===== src/source/bpu_pkg.sv =====
package bpu_pkg;

    // pc geometry, one 32-bit word per instruction
    localparam int pc_width       = 32;
    localparam int offset_bits    = 2;                  // byte offset inside a word
    localparam int index_bits     = 8;                  // pc[9:2] picks the slot
    localparam int upper_bits     = pc_width - index_bits - offset_bits;  // pc[31:10]
    localparam int word_addr_bits = pc_width - offset_bits;               // pc[31:2]
    localparam int word_bytes     = pc_width / 8;       // sequential step, pc + 4

    // table geometry
    localparam int nr_slot = 1 << index_bits;           // 256 entries per table

    // direction counter encoding
    // 00 strong not taken, 01 weak not taken
    // 10 weak taken, 11 strong taken
    localparam int counter_bits = 2;
    localparam logic [counter_bits-1:0] counter_init = 2'b01;  // weakly not taken
    localparam logic [counter_bits-1:0] counter_max  = 2'b11;  // saturate taken side
    localparam logic [counter_bits-1:0] counter_min  = 2'b00;  // saturate not-taken side

    // one pc word with two readings
    // word is the plain byte address, used for pc + 4
    // fields splits it into tag-less upper part, slot index and byte offset
    typedef union packed {
        logic [pc_width-1:0] word;
        struct packed {
            logic [upper_bits-1:0]  upper;   // pc[31:10], ignored by lookup
            logic [index_bits-1:0]  index;   // pc[9:2]
            logic [offset_bits-1:0] offset;  // pc[1:0], zero for aligned fetch
        } fields;
    } pc_addr_t;

endpackage


===== src/source/next_pc_select.sv =====
`timescale 1ns/1ps

// merges target lookup and direction lookup into the fetch prediction
// purely combinational, same cycle as current_pc
module next_pc_select import bpu_pkg::*; (
    input  pc_addr_t current_pc,    // pc being fetched
    input  logic     target_valid,  // target table slot allocated
    input  pc_addr_t target_pc,     // stored target, word aligned
    input  logic     dir_taken,     // counter msb from the direction table
    output pc_addr_t predicted_pc,  // next fetch address
    output logic     predict_taken  // redirect to target_pc
);

    pc_addr_t seq_pc;  // fall-through address

    // a target alone is not enough
    // the counter has to agree before fetch is redirected
    assign predict_taken = target_valid & dir_taken;

    // sequential path works on the whole word, carries into the upper bits
    assign seq_pc.word = current_pc.word + pc_width'(word_bytes);  // pc + 4, no delay slot

    // redirect or fall through
    assign predicted_pc = predict_taken ? target_pc : seq_pc;

endmodule


===== config.mk =====
export PLATFORM = sky130hd
export DESIGN_NAME = next_pc_select
export DESIGN_NICKNAME = d
export VERILOG_FILES = /design/src/source/bpu_pkg.sv /design/src/source/next_pc_select.sv
export SDC_FILE = /design/constraint.sdc
export NUM_CORES = 1
export LEC_CHECK = 0
export ABC_AREA = 1
export ABC_CLOCK_PERIOD_IN_PS = 1700
export BUFFER_PORTS_ARGS = -buffer_cell sky130_fd_sc_hd__buf_4
export CORE_MARGIN = 2
export CORE_UTILIZATION = 25
export DETAILED_ROUTE_END_ITERATION = 7
export GPL_TIMING_DRIVEN = 0
export PLACE_DENSITY_LB_ADDON = 0.2
export SKIP_LAST_GASP = 1
export SYNTH_ARGS = -nofsm -noshare
export SYNTH_HDL_FRONTEND = slang
export SYNTH_SLANG_ARGS = --single-unit

===== constraint.sdc =====
create_clock -name vclk -period 1.7
set_clock_uncertainty 0.15 [all_clocks]
set_input_delay 0.34 -clock vclk [all_inputs]
set_output_delay 0.34 -clock vclk [all_outputs]
set_load 0.03 [all_outputs]

==> metrics <==
number of buffer cells added on primary ports=99; Min-Delay Startpoint=current_pc[2]; area of the core=4692 sq um; GRT Overall Usage=17.03%; DR vias/cell=4.484; Die Y-Extent=73.43 um; Post-Synthesis Mean Instance Area=4.397 sq um; proportion of layout cells with a drive suffix above 1=48.43%; Layout area overhead=103.9%; post-synthesis instance total=274; placed cells=427; element type at the critical path end=output pin; run status=finished, violations left; Cell Area, Synth=1205 sq um; sequential-to-total area share from yosys stat=0%; routability congestion estimate from global placement=0.8345; area occupied by registers=0 sq um; logic gate share of total power=100.0%; number of distinct library cells after synthesis=17; layout filler cell count=516; transition time at the pin with the least slew margin=214.8 ps; worst-case headroom to the max-slew limit=85.68%; critical path startpoint=current_pc[2]; post-route ant nets=0; chip width=73.43 um; worst hold-check slack=823.3 ps; Max Clock Freq=0.5002 GHz; number of DRC markers after the initial detailed-route iteration=48; worst-path cell with the longest stage delay=sky130_fd_sc_hd__nor2_4; routed len/inst=10.74 um; NumNets Final=451; Worst path max stage delay=210 ps; Data required, critical path=1210 ps; Post-route DRC=0; switching part of the total=54.12%; Total Routed Length=4684 um; max-cap viol count=0; Switch Pwr=353.3 uW; Cell Chain, Critical Path=buf_8 > ha_4 > nand2_4 > nor2_4 > nand2_4 > nor2_4 > buf_6 > nand2_2 > nand2_1 > o21ai_2 > buf_6; CLK BUF=0; path class of the lowest-slack min-delay path=input pin to output pin; Power Internal=299.5 uW; P per Cell Area=265.6 nW/um^2; Max Fanout on Critical Path=5; setup slack of the critical path after layout=-299.0 ps; Hold Fails Final Rpt=0; sequential share of power=0%; Worst EP arrival=1510 ps; flip-flop and latch count=0; total grt overflow=0; DP Wirelength=3862 um; CP Launch Type=input pin; top-level I/O count=99; portion of total power attributed to the clock network=0%; total leakage power=0.001276 uW; final period utilization=117.6%; maximum number of pins on one net before global-route repair=11; count of final max-slew check failures=0; number of standard cells in the layout, taps in and fillers out=436; RSZ-0062 raised after global routing=yes; failing checks=negative setup slack; DIE AREA=5391 sq um; via count of the first global-routing pass=1714; antenna violations before repair=0; initial cell density of the core=25.68%; overall via count from detail_route=1955; syn nets=341; diode insertion count for antenna repair=0; total iterations of the first detailed-routing run=4; synth warn=0; Setup Crit Path Kind=input pin to output pin; Final Setup Violations=27; clock period minus final worst setup slack=1999 ps; placement row count=25; Post-CTS Hold Fix Bufs=0; wire length of the first global-routing pass=7562 um; maximum vdd drop=0.1155 mV
-- through the flow --
step           utilization, %  cell area [sq um]  TNS (ps)  total power (uW)  setup slack (ps)
4_1_cts                 48.61               2281     -4834             624.0            -263.0
3_3_place_gp            44.72               2098     -8218             571.4            -327.9
2_1_floorplan               -               1287    -626.3             304.5            -116.7
3_5_place_dp            44.72               2098     -8293             575.3            -341.6
5_1_grt                 52.37               2457     -6909             705.9            -356.8
6_report                52.37               2457     -4583             652.7            -299.0
-- Yosys cell counts --
cell                       instances  share of area, %
sky130_fd_sc_hd__nand2_1         139                43
sky130_fd_sc_hd__nor2_2            5               2.6
sky130_fd_sc_hd__inv_1            24               7.5
sky130_fd_sc_hd__clkinv_1          1              0.31
sky130_fd_sc_hd__o21ai_0           9               3.7
sky130_fd_sc_hd__clkbuf_1          4               1.2
sky130_fd_sc_hd__xnor2_1           1              0.73
sky130_fd_sc_hd__nor2_4            6               5.6
sky130_fd_sc_hd__or2_2             3               1.6
sky130_fd_sc_hd__buf_2             2              0.83
sky130_fd_sc_hd__nand3_1          29                12
sky130_fd_sc_hd__ha_1              1               1.0
sky130_fd_sc_hd__and2_1            2               1.0
sky130_fd_sc_hd__nand2_2           4               2.1
sky130_fd_sc_hd__nor2_1           38                12
sky130_fd_sc_hd__xor2_1            5               3.6
sky130_fd_sc_hd__nand2_4           1              0.93
-- final cells by class --
| cell class | instances | area, sq um | share of cell area (%) |
|---|---|---|---|
| inverters | 25 | 98.84 | 4.022 |
| multi-input cells | 243 | 1330 | 54.12 |
| well taps | 54 | 67.56 | 2.749 |
| repair buffers | 108 | 923.4 | 37.58 |
| plain buffers | 6 | 37.54 | 1.527 |
-- critical path: cells and delay by family --
family,cells,cell delay [ps]
compound gates,1,60
buf+inv,3,350
simple gates,6,610
fa+ha+maj,1,140
-- cells by family (layout without fill, tap and decap cells) --
group	count (synthesis)	count (layout)	synth area share, %
buf+inv	31	139	9.865
fa+ha+maj	1	1	1.038
compound gates	9	9	3.738
simple gates	227	227	81.00
xor+xnor	6	6	4.361
-- power groups by stage --
stage | Sequential, uW | Combinational, uW | Clock (uW)
6_report | 0 | 653 | 0
3_5_place_dp | 0 | 575 | 0
4_1_cts | 0 | 624 | 0
3_3_place_gp | 0 | 571 | 0
5_1_grt | 0 | 706 | 0
2_1_floorplan | 0 | 304 | 0
-- repair_timing --
action | CTS | global route
buffers inserted | 4 | 5
setup endpoints to repair | 33 | 32
pin swaps | 16 | 30
gates resized for setup | 43 | 46
gates cloned | 0 | 0
-- placed cells by master, fill, tap and decap left out, drive strengths merged --
cell	n
and2	2
nand2	144
buf	111
nor2	49
o21ai	9
clkbuf	3
ha	1
inv	24
nand3	29
clkinv	1
xor2	5
xnor2	1
or2	3
-- routing by layer --
| layer | track usage (%) | part of all wire (%) | up-vias |
|---|---|---|---|
| li1 | - | - | 1052 |
| met1 | 22.88 | 43 | 841 |
| met2 | 31.73 | 50 | 60 |
| met3 | 0.5487 | 5.8 | 2 |
| met4 | 0.6061 | 0.34 | 0 |
| met5 | 0 | 0 | - |
-- final timing paths --
path                           end  depth (start not counted)
setup / recovery  predicted_pc[12]                         11
hold / removal     predicted_pc[2]                          3
No activity file was read; power rests on OpenSTA's default activity.
